## config.mk

```make
export PLATFORM = sky130hd
export DESIGN_NAME = csr_file
export DESIGN_NICKNAME = d
export VERILOG_FILES = /design/src/rtl/csr_addr_pkg.sv /design/src/rtl/csr_types_pkg.sv /design/src/rtl/csr_file.sv /design/src/rtl/csr_read_mux.sv /design/src/rtl/csr_regs.sv /design/src/rtl/privilege_ctrl.sv /design/src/rtl/csr_write_decode.sv
export SDC_FILE = /design/constraint.sdc
export NUM_CORES = 1
export LEC_CHECK = 0
export ABC_AREA = 1
export BUFFER_PORTS_ARGS = -buffer_cell sky130_fd_sc_hd__buf_2
export CORE_ASPECT_RATIO = 1.25
export CORE_MARGIN = 5
export CORE_UTILIZATION = 45
export CTS_CLUSTER_DIAMETER = 200
export DETAILED_ROUTE_END_ITERATION = 7
export PLACE_DENSITY = 0.74
export SYNTH_ARGS = -nofsm -noshare
export SYNTH_HDL_FRONTEND = slang
export SYNTH_SLANG_ARGS = --single-unit
export TNS_END_PERCENT = 20
```

## constraint.sdc

```tcl
create_clock -name clk -period 3.1 [get_ports clk]
set_input_delay 0.155 -clock clk [delete_from_list [all_inputs] [get_ports clk]]
set_output_delay 0.155 -clock clk [all_outputs]
set_load 0.02 [all_outputs]
```

## src/rtl/csr_addr_pkg.sv

```systemverilog
// Address map of the CSR file, limited to the registers it implements.
// Shared by the write decoder, the read multiplexer and the testbench.
`default_nettype none

package csr_addr_pkg;

    typedef logic [11:0] csr_addr_t;

    // Supervisor trap setup and handling
    localparam csr_addr_t ADDR_SSTATUS  = 12'h100;
    localparam csr_addr_t ADDR_STVEC    = 12'h105;
    localparam csr_addr_t ADDR_SSCRATCH = 12'h140;
    localparam csr_addr_t ADDR_SEPC     = 12'h141;
    localparam csr_addr_t ADDR_SCAUSE   = 12'h142;
    localparam csr_addr_t ADDR_STVAL    = 12'h143;

    // Machine trap setup and handling
    localparam csr_addr_t ADDR_MSTATUS  = 12'h300;
    localparam csr_addr_t ADDR_MISA     = 12'h301;
    localparam csr_addr_t ADDR_MEDELEG  = 12'h302;
    localparam csr_addr_t ADDR_MTVEC    = 12'h305;
    localparam csr_addr_t ADDR_MSCRATCH = 12'h340;
    localparam csr_addr_t ADDR_MEPC     = 12'h341;
    localparam csr_addr_t ADDR_MCAUSE   = 12'h342;
    localparam csr_addr_t ADDR_MTVAL    = 12'h343;

    // Counters, read only
    localparam csr_addr_t ADDR_CYCLE    = 12'hc00;
    localparam csr_addr_t ADDR_TIME     = 12'hc01;
    localparam csr_addr_t ADDR_CYCLEH   = 12'hc80;
    localparam csr_addr_t ADDR_TIMEH    = 12'hc81;

endpackage

`default_nettype wire

```

## src/rtl/csr_types_pkg.sv

```systemverilog
// Data, cause and privilege types shared by the CSR file modules, along with
// the mstatus field layout and the constant CSR values.
// Modules refer to these items by scoped name.
`default_nettype none

package csr_types_pkg;

    localparam int WORD_W  = 32;
    localparam int CAUSE_W = 4;
    localparam int CYCLE_W = 64;

    typedef logic [WORD_W-1:0]  word_t;
    typedef logic [CAUSE_W-1:0] cause_t;
    typedef logic [CYCLE_W-1:0] cycle_t;

    // Value 2 is reserved and never held
    typedef enum logic [1:0] {
        PRIV_USER       = 2'd0,
        PRIV_SUPERVISOR = 2'd1,
        PRIV_MACHINE    = 2'd3
    } priv_e;

    // ----------------------------------------------------------------------
    // mstatus field positions
    localparam int STATUS_SIE    = 1;
    localparam int STATUS_MIE    = 3;
    localparam int STATUS_SPIE   = 5;
    localparam int STATUS_MPIE   = 7;
    localparam int STATUS_SPP    = 8;
    localparam int STATUS_MPP_LO = 11;
    localparam int STATUS_MPP_HI = 12;

    // ----------------------------------------------------------------------
    // Masks and constants
    localparam word_t SSTATUS_MASK = (word_t'(1) << STATUS_SIE) |
                                     (word_t'(1) << STATUS_SPIE) |
                                     (word_t'(1) << STATUS_SPP);

    localparam word_t MSTATUS_MASK = SSTATUS_MASK |
                                     (word_t'(1) << STATUS_MIE) |
                                     (word_t'(1) << STATUS_MPIE) |
                                     (word_t'(3) << STATUS_MPP_LO);

    localparam word_t TVEC_ALIGN_MASK = ~word_t'(3);

    // RV32I base, no extensions
    localparam word_t MISA_VALUE = 32'h4000_0100;

endpackage

`default_nettype wire
```

## src/rtl/csr_file.sv

```systemverilog
// Top level of the CSR file: write decoder, privilege/trap controller,
// register storage and read multiplexer, connected by loose wires.
`timescale 1ns/1ps
`default_nettype none

module csr_file (
    input  logic                    clk,
    input  logic                    rst,
    input  csr_addr_pkg::csr_addr_t read_addr,
    input  logic                    write_enable,
    input  csr_addr_pkg::csr_addr_t write_addr,
    input  csr_types_pkg::word_t    write_value,
    input  logic                    trap_valid,
    input  csr_types_pkg::cause_t   trap_cause,
    input  csr_types_pkg::word_t    trap_value,
    input  csr_types_pkg::word_t    trap_pc,
    input  logic                    trap_return,
    input  csr_types_pkg::priv_e    trap_return_priv,
    output csr_types_pkg::word_t    read_value,
    output csr_types_pkg::word_t    next_pc,
    output csr_types_pkg::priv_e    privilege,
    output csr_types_pkg::word_t    mstatus
);

    // Write strobes
    logic wr_mstatus, wr_sstatus, wr_medeleg, wr_mtvec, wr_mscratch;
    logic wr_mepc, wr_mcause, wr_mtval;
    logic wr_stvec, wr_sscratch, wr_sepc, wr_scause, wr_stval;

    logic trap_to_m;
    logic trap_to_s;

    csr_types_pkg::word_t  medeleg, mtvec, mscratch, mepc, mtval;
    csr_types_pkg::word_t  stvec, sscratch, sepc, stval;
    csr_types_pkg::cause_t mcause, scause;
    csr_types_pkg::cycle_t cycle;

    csr_write_decode u_decode (
        .write_enable, .write_addr,
        .wr_mstatus, .wr_sstatus, .wr_medeleg, .wr_mtvec, .wr_mscratch,
        .wr_mepc, .wr_mcause, .wr_mtval,
        .wr_stvec, .wr_sscratch, .wr_sepc, .wr_scause, .wr_stval
    );

    privilege_ctrl u_priv (
        .clk, .rst,
        .trap_valid, .trap_cause, .trap_return, .trap_return_priv,
        .wr_mstatus, .wr_sstatus, .write_value,
        .medeleg, .mtvec, .stvec, .mepc, .sepc,
        .trap_to_m, .trap_to_s,
        .next_pc, .privilege, .mstatus
    );

    csr_regs u_regs (
        .clk, .rst, .write_value,
        .trap_value, .trap_pc, .trap_cause, .trap_to_m, .trap_to_s,
        .wr_medeleg, .wr_mtvec, .wr_mscratch, .wr_mepc, .wr_mcause, .wr_mtval,
        .wr_stvec, .wr_sscratch, .wr_sepc, .wr_scause, .wr_stval,
        .medeleg, .mtvec, .mscratch, .mepc, .mtval,
        .stvec, .sscratch, .sepc, .stval,
        .mcause, .scause, .cycle
    );

    csr_read_mux u_read (
        .read_addr, .mstatus,
        .medeleg, .mtvec, .mscratch, .mepc, .mtval,
        .stvec, .sscratch, .sepc, .stval,
        .mcause, .scause, .cycle,
        .read_value
    );

endmodule

`default_nettype wire

```

## src/rtl/csr_read_mux.sv

```systemverilog
// Combinational CSR read port. Selects the stored value by read address,
// including the sstatus view and the counter halves; unknown addresses read 0.
`timescale 1ns/1ps
`default_nettype none

module csr_read_mux (
    input  csr_addr_pkg::csr_addr_t read_addr,
    input  csr_types_pkg::word_t    mstatus,
    input  csr_types_pkg::word_t    medeleg,
    input  csr_types_pkg::word_t    mtvec,
    input  csr_types_pkg::word_t    mscratch,
    input  csr_types_pkg::word_t    mepc,
    input  csr_types_pkg::word_t    mtval,
    input  csr_types_pkg::word_t    stvec,
    input  csr_types_pkg::word_t    sscratch,
    input  csr_types_pkg::word_t    sepc,
    input  csr_types_pkg::word_t    stval,
    input  csr_types_pkg::cause_t   mcause,
    input  csr_types_pkg::cause_t   scause,
    input  csr_types_pkg::cycle_t   cycle,
    output csr_types_pkg::word_t    read_value
);

    localparam int PAD_W = csr_types_pkg::WORD_W - csr_types_pkg::CAUSE_W;

    always_comb begin
        case (read_addr)
            csr_addr_pkg::ADDR_SSTATUS:  read_value = mstatus & csr_types_pkg::SSTATUS_MASK;
            csr_addr_pkg::ADDR_STVEC:    read_value = stvec;
            csr_addr_pkg::ADDR_SSCRATCH: read_value = sscratch;
            csr_addr_pkg::ADDR_SEPC:     read_value = sepc;
            csr_addr_pkg::ADDR_SCAUSE:   read_value = {{PAD_W{1'b0}}, scause};
            csr_addr_pkg::ADDR_STVAL:    read_value = stval;
            csr_addr_pkg::ADDR_MSTATUS:  read_value = mstatus;
            csr_addr_pkg::ADDR_MISA:     read_value = csr_types_pkg::MISA_VALUE;
            csr_addr_pkg::ADDR_MEDELEG:  read_value = medeleg;
            csr_addr_pkg::ADDR_MTVEC:    read_value = mtvec;
            csr_addr_pkg::ADDR_MSCRATCH: read_value = mscratch;
            csr_addr_pkg::ADDR_MEPC:     read_value = mepc;
            csr_addr_pkg::ADDR_MCAUSE:   read_value = {{PAD_W{1'b0}}, mcause};
            csr_addr_pkg::ADDR_MTVAL:    read_value = mtval;
            // time is an alias of cycle
            csr_addr_pkg::ADDR_CYCLE,
            csr_addr_pkg::ADDR_TIME:     read_value = cycle[31:0];
            csr_addr_pkg::ADDR_CYCLEH,
            csr_addr_pkg::ADDR_TIMEH:    read_value = cycle[63:32];
            default:                     read_value = '0;
        endcase
    end

endmodule

`default_nettype wire

```

## src/rtl/csr_regs.sv

```systemverilog
// Storage for the trap-handling, vector, scratch and delegation CSRs and
// the free-running cycle counter. Trap loads take priority over writes.
`timescale 1ns/1ps
`default_nettype none

module csr_regs (
    input  logic                   clk,
    input  logic                   rst,
    input  csr_types_pkg::word_t   write_value,
    input  csr_types_pkg::word_t   trap_value,
    input  csr_types_pkg::word_t   trap_pc,
    input  csr_types_pkg::cause_t  trap_cause,
    input  logic                   trap_to_m,
    input  logic                   trap_to_s,
    input  logic                   wr_medeleg,
    input  logic                   wr_mtvec,
    input  logic                   wr_mscratch,
    input  logic                   wr_mepc,
    input  logic                   wr_mcause,
    input  logic                   wr_mtval,
    input  logic                   wr_stvec,
    input  logic                   wr_sscratch,
    input  logic                   wr_sepc,
    input  logic                   wr_scause,
    input  logic                   wr_stval,
    output csr_types_pkg::word_t   medeleg,
    output csr_types_pkg::word_t   mtvec,
    output csr_types_pkg::word_t   mscratch,
    output csr_types_pkg::word_t   mepc,
    output csr_types_pkg::word_t   mtval,
    output csr_types_pkg::word_t   stvec,
    output csr_types_pkg::word_t   sscratch,
    output csr_types_pkg::word_t   sepc,
    output csr_types_pkg::word_t   stval,
    output csr_types_pkg::cause_t  mcause,
    output csr_types_pkg::cause_t  scause,
    output csr_types_pkg::cycle_t  cycle
);

    csr_types_pkg::cause_t write_cause;

    // Cause writes keep only the exception code
    assign write_cause = write_value[csr_types_pkg::CAUSE_W-1:0];

    always_ff @(posedge clk) begin
        if (rst) begin
            medeleg  <= '0;
            mtvec    <= '0;
            mscratch <= '0;
            mepc     <= '0;
            mcause   <= '0;
            mtval    <= '0;
            stvec    <= '0;
            sscratch <= '0;
            sepc     <= '0;
            scause   <= '0;
            stval    <= '0;
            cycle    <= '0;
        end else begin
            cycle <= cycle + csr_types_pkg::cycle_t'(1);

            // Written only by instructions
            if (wr_medeleg)  medeleg  <= write_value;
            if (wr_mtvec)    mtvec    <= write_value;
            if (wr_mscratch) mscratch <= write_value;
            if (wr_stvec)    stvec    <= write_value;
            if (wr_sscratch) sscratch <= write_value;

            // ------------------------------------------------------------------
            // Trap state of each mode
            if (trap_to_m) begin
                mepc   <= trap_pc;
                mcause <= trap_cause;
                mtval  <= trap_value;
            end else begin
                if (wr_mepc)   mepc   <= write_value;
                if (wr_mcause) mcause <= write_cause;
                if (wr_mtval)  mtval  <= write_value;
            end

            if (trap_to_s) begin
                sepc   <= trap_pc;
                scause <= trap_cause;
                stval  <= trap_value;
            end else begin
                if (wr_sepc)   sepc   <= write_value;
                if (wr_scause) scause <= write_cause;
                if (wr_stval)  stval  <= write_value;
            end
        end
    end

endmodule

`default_nettype wire

```

## src/rtl/privilege_ctrl.sv

```systemverilog
// Privilege and trap controller. Holds the current privilege and mstatus,
// routes traps by medeleg, applies mret/sret and status writes, and forms
// the next PC of a trap or a return in the same cycle.
`timescale 1ns/1ps
`default_nettype none

module privilege_ctrl (
    input  logic                 clk,
    input  logic                 rst,
    input  logic                 trap_valid,
    input  csr_types_pkg::cause_t trap_cause,
    input  logic                 trap_return,
    input  csr_types_pkg::priv_e trap_return_priv,
    input  logic                 wr_mstatus,
    input  logic                 wr_sstatus,
    input  csr_types_pkg::word_t write_value,
    input  csr_types_pkg::word_t medeleg,
    input  csr_types_pkg::word_t mtvec,
    input  csr_types_pkg::word_t stvec,
    input  csr_types_pkg::word_t mepc,
    input  csr_types_pkg::word_t sepc,
    output logic                 trap_to_m,
    output logic                 trap_to_s,
    output csr_types_pkg::word_t next_pc,
    output csr_types_pkg::priv_e privilege,
    output csr_types_pkg::word_t mstatus
);

    localparam int MPP_LO = csr_types_pkg::STATUS_MPP_LO;
    localparam int MPP_HI = csr_types_pkg::STATUS_MPP_HI;

    logic                 do_mret;
    logic                 do_sret;
    csr_types_pkg::priv_e priv_next;
    csr_types_pkg::word_t status_next;
    csr_types_pkg::word_t status_wr;

    // ----------------------------------------------------------------------
    // Trap routing and return decode
    assign trap_to_s = trap_valid && medeleg[trap_cause];
    assign trap_to_m = trap_valid && !medeleg[trap_cause];

    // A trap in the same cycle wins over a return
    assign do_mret = trap_return && !trap_valid &&
                     (trap_return_priv == csr_types_pkg::PRIV_MACHINE);
    assign do_sret = trap_return && !trap_valid &&
                     (trap_return_priv == csr_types_pkg::PRIV_SUPERVISOR);

    always_comb begin
        if (trap_to_m) begin
            next_pc = mtvec & csr_types_pkg::TVEC_ALIGN_MASK;
        end else if (trap_to_s) begin
            next_pc = stvec & csr_types_pkg::TVEC_ALIGN_MASK;
        end else if (do_mret) begin
            next_pc = mepc;
        end else if (do_sret) begin
            next_pc = sepc;
        end else begin
            next_pc = '0;
        end
    end

    // ----------------------------------------------------------------------
    // Next privilege and status
    always_comb begin
        // Full mstatus write, reserved mpp value 2 folds to user
        status_wr = write_value & csr_types_pkg::MSTATUS_MASK;
        if (status_wr[MPP_HI:MPP_LO] == 2'b10) begin
            status_wr[MPP_HI:MPP_LO] = 2'b00;
        end

        priv_next   = privilege;
        status_next = mstatus;
        if (trap_to_m) begin
            priv_next = csr_types_pkg::PRIV_MACHINE;
            status_next[MPP_HI:MPP_LO] = privilege;
        end else if (trap_to_s) begin
            priv_next = csr_types_pkg::PRIV_SUPERVISOR;
            status_next[csr_types_pkg::STATUS_SPP] = privilege[0];
        end else if (do_mret) begin
            priv_next = csr_types_pkg::priv_e'(mstatus[MPP_HI:MPP_LO]);
            status_next[csr_types_pkg::STATUS_MIE] = mstatus[csr_types_pkg::STATUS_MPIE];
            status_next[MPP_HI:MPP_LO] = csr_types_pkg::PRIV_USER;
        end else if (do_sret) begin
            priv_next = csr_types_pkg::priv_e'({1'b0, mstatus[csr_types_pkg::STATUS_SPP]});
            status_next[csr_types_pkg::STATUS_SIE] = mstatus[csr_types_pkg::STATUS_SPIE];
            status_next[csr_types_pkg::STATUS_SPP] = 1'b0;
        end else if (wr_mstatus) begin
            status_next = status_wr;
        end else if (wr_sstatus) begin
            status_next = (mstatus & ~csr_types_pkg::SSTATUS_MASK) |
                          (write_value & csr_types_pkg::SSTATUS_MASK);
        end
    end

    always_ff @(posedge clk) begin
        if (rst) begin
            privilege <= csr_types_pkg::PRIV_MACHINE;
            mstatus   <= '0;
        end else begin
            privilege <= priv_next;
            mstatus   <= status_next;
        end
    end

endmodule

`default_nettype wire

```

## src/rtl/csr_write_decode.sv

```systemverilog
// Write address decoder of the CSR file. It turns one CSR write into a
// strobe for the addressed register; read-only and unknown addresses raise none.
`timescale 1ns/1ps
`default_nettype none

module csr_write_decode (
    input  logic                   write_enable,
    input  csr_addr_pkg::csr_addr_t write_addr,
    output logic                   wr_mstatus,
    output logic                   wr_sstatus,
    output logic                   wr_medeleg,
    output logic                   wr_mtvec,
    output logic                   wr_mscratch,
    output logic                   wr_mepc,
    output logic                   wr_mcause,
    output logic                   wr_mtval,
    output logic                   wr_stvec,
    output logic                   wr_sscratch,
    output logic                   wr_sepc,
    output logic                   wr_scause,
    output logic                   wr_stval
);

    // Machine registers
    assign wr_mstatus  = write_enable && (write_addr == csr_addr_pkg::ADDR_MSTATUS);
    assign wr_medeleg  = write_enable && (write_addr == csr_addr_pkg::ADDR_MEDELEG);
    assign wr_mtvec    = write_enable && (write_addr == csr_addr_pkg::ADDR_MTVEC);
    assign wr_mscratch = write_enable && (write_addr == csr_addr_pkg::ADDR_MSCRATCH);
    assign wr_mepc     = write_enable && (write_addr == csr_addr_pkg::ADDR_MEPC);
    assign wr_mcause   = write_enable && (write_addr == csr_addr_pkg::ADDR_MCAUSE);
    assign wr_mtval    = write_enable && (write_addr == csr_addr_pkg::ADDR_MTVAL);

    // Supervisor registers
    assign wr_sstatus  = write_enable && (write_addr == csr_addr_pkg::ADDR_SSTATUS);
    assign wr_stvec    = write_enable && (write_addr == csr_addr_pkg::ADDR_STVEC);
    assign wr_sscratch = write_enable && (write_addr == csr_addr_pkg::ADDR_SSCRATCH);
    assign wr_sepc     = write_enable && (write_addr == csr_addr_pkg::ADDR_SEPC);
    assign wr_scause   = write_enable && (write_addr == csr_addr_pkg::ADDR_SCAUSE);
    assign wr_stval    = write_enable && (write_addr == csr_addr_pkg::ADDR_STVAL);

endmodule

`default_nettype wire

```

# == After elaboration in Yosys (flattened, before gate mapping) ==
# Index checks and enable logic that the tools add are counted.
# classes
n_addsub,1
n_mul,0
div_mod_pow,0
magnitude_cmp,1
n_eq_ne,38
shifts,0
mux,39
bitwise_logic,5
reduce_logical,41
# ops
op,n
$mux W32,18
$pmux W32 S16,1
$eq A12 B10 Y1 const B,15
$eq A12 B9 Y1 const B,12
$add A64 B1 Y64 const B,1
$eq A12 B12 Y1 const B,4
$or A32 B9 Y32,1
$mux W4,6
$logic_and A1 B1 Y1,18
$reduce_bool A2 Y1,7
$mux W2,6
$reduce_bool A5 Y1,2
$reduce_and A4 Y1,2
$mux W7,1
$lt A4 B6 Y1 const B,1
$mux W6,1
$reduce_and A3 Y1,2
$reduce_bool A6 Y1,1
$reduce_or A2 Y1,3
$mux W1,5
$reduce_and A5 Y1,1
$bmux W1 S4,1
$eq A2 B2 Y1 const B,2
$ne A2 B2 Y1 const B,2
8 further kinds,12
# totals
reg_bits,394
latch_bits,0
ram_bits,0
mem_bits_ro,0
inputBits,131
output_inout_bits,98
wordCells,144
n_memories,0

# == Depth between registers and ports, before layout ==
# logic_depth
depth_word,12
mapped_depth,14

# == Modules after synthesis ==
# From an unflattened synthesis, not the netlist that was laid out.
# hier_totals
hier_cells,3366
hier_area_um2,20946.3
# by_module_without_submodules
mod,n_inst,cells_each,area_per_inst_um2,seq_area_each_um2
csr_regs,1,2141,15134.5,7206.9
csr_read_mux,1,859,3903.7,0.0
privilege_ctrl,1,318,1670.4,180.2
csr_write_decode,1,48,237.7,0.0

# == Worst setup path before layout ==
# No wires, ideal clock.
# synth_timing
kind,reg-to-output
from,register u_regs.medeleg[1]
to,output next_pc[13]
arrival_time_ns,1.521
required_time_ns,2.945
path_slack_ns,1.424
path_stages_with_launch,10
path_buffers,2
cell_sequence,dfxtp_1 inv_1 nand2_1 nand3_1 nand3_1 nand3_2 nand3_2 buf_2 buf_2 o221ai_1
# synth_via
elab_chain_cells,5
# synth_lines
element,line,text
"start, declared",csr_regs.sv:26,"output csr_types_pkg::word_t medeleg,"
"start signal, assigned",csr_regs.sv:63,if (wr_medeleg) medeleg <= write_value;
$bmux W1 S4 (*),"privilege_ctrl.sv:40, privilege_ctrl.sv:41",
$mux W1 (not written as such) (*),"privilege_ctrl.sv:40, privilege_ctrl.sv:41",
$logic_and A1 B1 Y1 / $logic_not A1 Y1 (equally long branches),"privilege_ctrl.sv:40, privilege_ctrl.sv:41",
$mux W32 / $logic_and A1 B1 Y1 (equally long branches),"privilege_ctrl.sv:52, privilege_ctrl.sv:41",
$mux W32 (*),privilege_ctrl.sv:50,if (trap_to_m) begin
"end, declared",csr_file.sv:20,"output csr_types_pkg::word_t next_pc,"
# Every way passes the cells marked *; elsewhere a longest branch is shown, timed or not. The select of a mux whose other input is x is not followed.

# == Worst setup path in the final report ==
# layout_timing
from,register u_regs.medeleg[15]
to,output next_pc[13]
# The elaborated chain is that of the path after synthesis.

==> reports/qor.yml <==
status: "complete, but fails checks"
violations: "design-rule violations"
cp_max_fo: 118
dp_hpwl_mm: 59.9
tns_ns: 0
ir_drop_v: 0.000342
antenna_found_initial: 3
portBuffers: 203
internal_power_uw: 8230
grt_overflow: 0
synth_edf_count: 0
globalplace.congestion: 1.01
p_seq_share_pct: 44.6
path_class: "flip-flop to primary output"
start_kind: "flip-flop"
slew_violations: 0
clockBufferDepth: 3
clk_pin_slew_ns: 0.06
switching_power_uw: 2870
vias: 23300
grt_pass1_vias: 21500
p_per_area_nw_per_um2: 462
drtIter0Drc: 3318
ios: 229
crit_required_ns: 2.94
grt_pass1_wl_mm: 129
dieHeight_um: 249
power.share.clock_pct: 45.8
design.core.area_um2: 45100
period_share_pct: 92.1
finClkSkew_ns: 0.0190
totalWireLength_mm: 85.0
ys_async_sr_fraction_pct: 0
hold_viol_final: 0
hp-class: "input pin to flip-flop"
maxCapViolations: 0
syn-instance-count: 3219
start_util_pct: 45.5
crit_chain: "inv_1, nand2_1, nand3_1, nand3_1, nand3_2, nand3_4, buf_12, o221ai_1, buf_2"
drt-wirelength-per-cell_um: 21.2
antenna_left: 0
synth_area_um2: 20500
num-fill-cells: 4539
rsz0062_at_grt: "no"
die_x_um: 201
pwr-share-comb_pct: 9.7
viasPerCell: 5.82
crit_top_cell: "nand3_1"
numCtsBuffers: 40
insertion_delay_ns: 0.56
synth.distinct_cells: 45
yosysSeqAreaShare_pct: 36.0
dr.pass1.iters: 8
synth-main-ff-cell: "dfxtp_1"
cts_tree: "yes"
yosysWarnings: 0
grt_start_max_net_pins: 123
grtUsageTotal_pct: 32.2
finalNetCount: 3527
max_slew_margin_pct: 31.6
p_sw_share_pct: 25.8
crit_path_max_incr_delay_ns: 0.55
num_rows: 87
worst_ep_arrival_time_ns: 2.70
worst_setup_path_end_kind: "primary output"
drive_gt1_share_pct: 11.7
htree_levels: 2
drc: 3
fmax_mhz: 350
cts_sinks: 369
syn_to_final_growth_pct: 17.1
worst_slew_pin_slew_ns: 1.03
crit_slowest_cell: "o221ai_1"
setup_viol: 0
die_area_um2: 49900
p_total_uw: 11100
p_leak_uw: 0.0106
fin_crit_ns: 2.86
cts-root-buf: "clkbuf_16"
ys_ff_latch: 369
syn_area_per_cell_um2: 6.37
## cells by family after synthesis
family                   Yosys count  synth area share [%]
AND/OR/NAND/NOR                 1626                  35.3
buffers and inverters            686                  13.7
AO/OA/AOI/OAI                    525                  14.4
flip-flops                       369                  36.0
XOR/XNOR                          11                 0.470
adder cells (fa/ha/maj)            1                0.0610
other                              1                0.0183
## cell usage in the layout, fill, tap and decap left out, types with 26 or more instances in the layout
| cell type | netlist | layout |
|---|---|---|
| nor2_1 | 324 | 324 |
| o22ai_1 | 67 | 67 |
| dlygate4sd3_1 | 0 | 84 |
| inv_1 | 423 | 423 |
| nand4_1 | 50 | 50 |
| nand3_1 | 539 | 538 |
| a21oi_1 | 163 | 163 |
| buf_4 | 37 | 47 |
| nor3_1 | 38 | 38 |
| o21ai_0 | 219 | 219 |
| dfxtp_1 | 369 | 369 |
| nand2_1 | 613 | 613 |
| clkbuf_16 | 0 | 40 |
| buf_2 | 64 | 203 |
| inv_2 | 26 | 26 |
## stage by stage
step	area (um2)	util [%]	hold WS (ns)	setup WS [ns]	cells
final	24000	53.3	0.0153	0.245	4003
after global routing	24000	53.3	0.0222	0.203	4003
after CTS	24000	53.2	0.000261	0.339	4000
after detailed placement	21800	48.4	0.437	0.730	3847
after global placement	21800	48.4	0.436	0.784	3847
after floorplan	20600	-	0.359	1.42	3243
## state kept, by name, summed over array words and instances, names as in the netlist
register,count
u_regs.cycle,64
u_regs.medeleg,32
u_regs.mepc,32
u_regs.mscratch,32
u_regs.mtval,32
u_regs.mtvec,32
u_regs.sepc,32
u_regs.sscratch,32
u_regs.stval,32
u_regs.stvec,32
u_priv.mstatus,7
u_regs.mcause,4
u_regs.scause,4
u_priv.privilege,2
## metal layers
metal | vias up | global-route usage [%] | share of wire, % | wire length [um]
li1 | 10800 | - | - | -
met1 | 10400 | 41.8 | 38 | 32300
met2 | 1673 | 49.1 | 43 | 36700
met3 | 368 | 6.79 | 12 | 9860
met4 | 0 | 19.8 | 7.3 | 6210
met5 | - | 0 | 0 | 0
## synthesized netlist by cell type (37+ instances only)
| cell type | number | area [um2] |
|---|---|---|
| buf_2 | 64 | 320 |
| buf_4 | 37 | 278 |
| o22ai_1 | 67 | 419 |
| nor2_1 | 324 | 1220 |
| nor3_1 | 38 | 190 |
| clkbuf_1 | 119 | 447 |
| dfxtp_1 | 369 | 7390 |
| nand4_1 | 50 | 313 |
| nand2_1 | 613 | 2300 |
| nand3_1 | 539 | 2700 |
| inv_1 | 423 | 1590 |
| a21oi_1 | 163 | 816 |
| o21ai_0 | 219 | 1100 |
## worst max-delay path: cells and delay by family, from the launching register on
family / cells / cell delay, ns
and+or+nand+nor: 5 / 0.53
DFF: 1 / 0.30
buffers and inverters: 3 / 0.67
AOI/OAI and AO/OA: 1 / 0.55
## cell type report
cell class,count,area [um2],share of cell area (%)
antenna,3,7.51,0.0313
clock buffer,53,1110,4.62
tap,578,723,3.01
multi-input combinational,2188,10400,43.3
clock inverter,16,250,1.04
timing repair buffer,345,2430,10.1
inverter,451,1700,7.09
sequential,369,7390,30.8
## path summary, 6_finish.rpt
check / start / depth (start not counted) / slack (ns) / endpoint
setup reg to reg: u_regs.cycle[0]$_SDFF_PP0_ / 10 / 0.80 / u_regs.cycle[46]$_SDFF_PP0_
hold reg to reg: u_regs.medeleg[21]$_SDFFE_PP0P_ / 2 / 0.45 / u_regs.medeleg[21]$_SDFFE_PP0P_
setup / recovery: u_regs.medeleg[15]$_SDFFE_PP0P_ / 9 / 0.24 / next_pc[13]
hold / removal: trap_pc[26] / 5 / 0.02 / u_regs.mepc[26]$_SDFFE_PP0P_
## power by group through the flow
stage	Combinational [uW]	Sequential, uW	Clock [uW]
after CTS	1040	4940	5080
after detailed placement	953	5040	0
after global placement	949	5040	0
final	1070	4950	5080
after floorplan	654	5020	0
after global routing	1160	4950	5270
## what timing repair did
| action | CTS | global route |
|---|---|---|
| setup buffers | 0 | 0 |
| hold endpoints to repair | 169 | 0 |
| hold buffers | 84 | 0 |
| gates resized for setup | 0 | 0 |
Note: power is estimated with default switching activity, not from simulation.
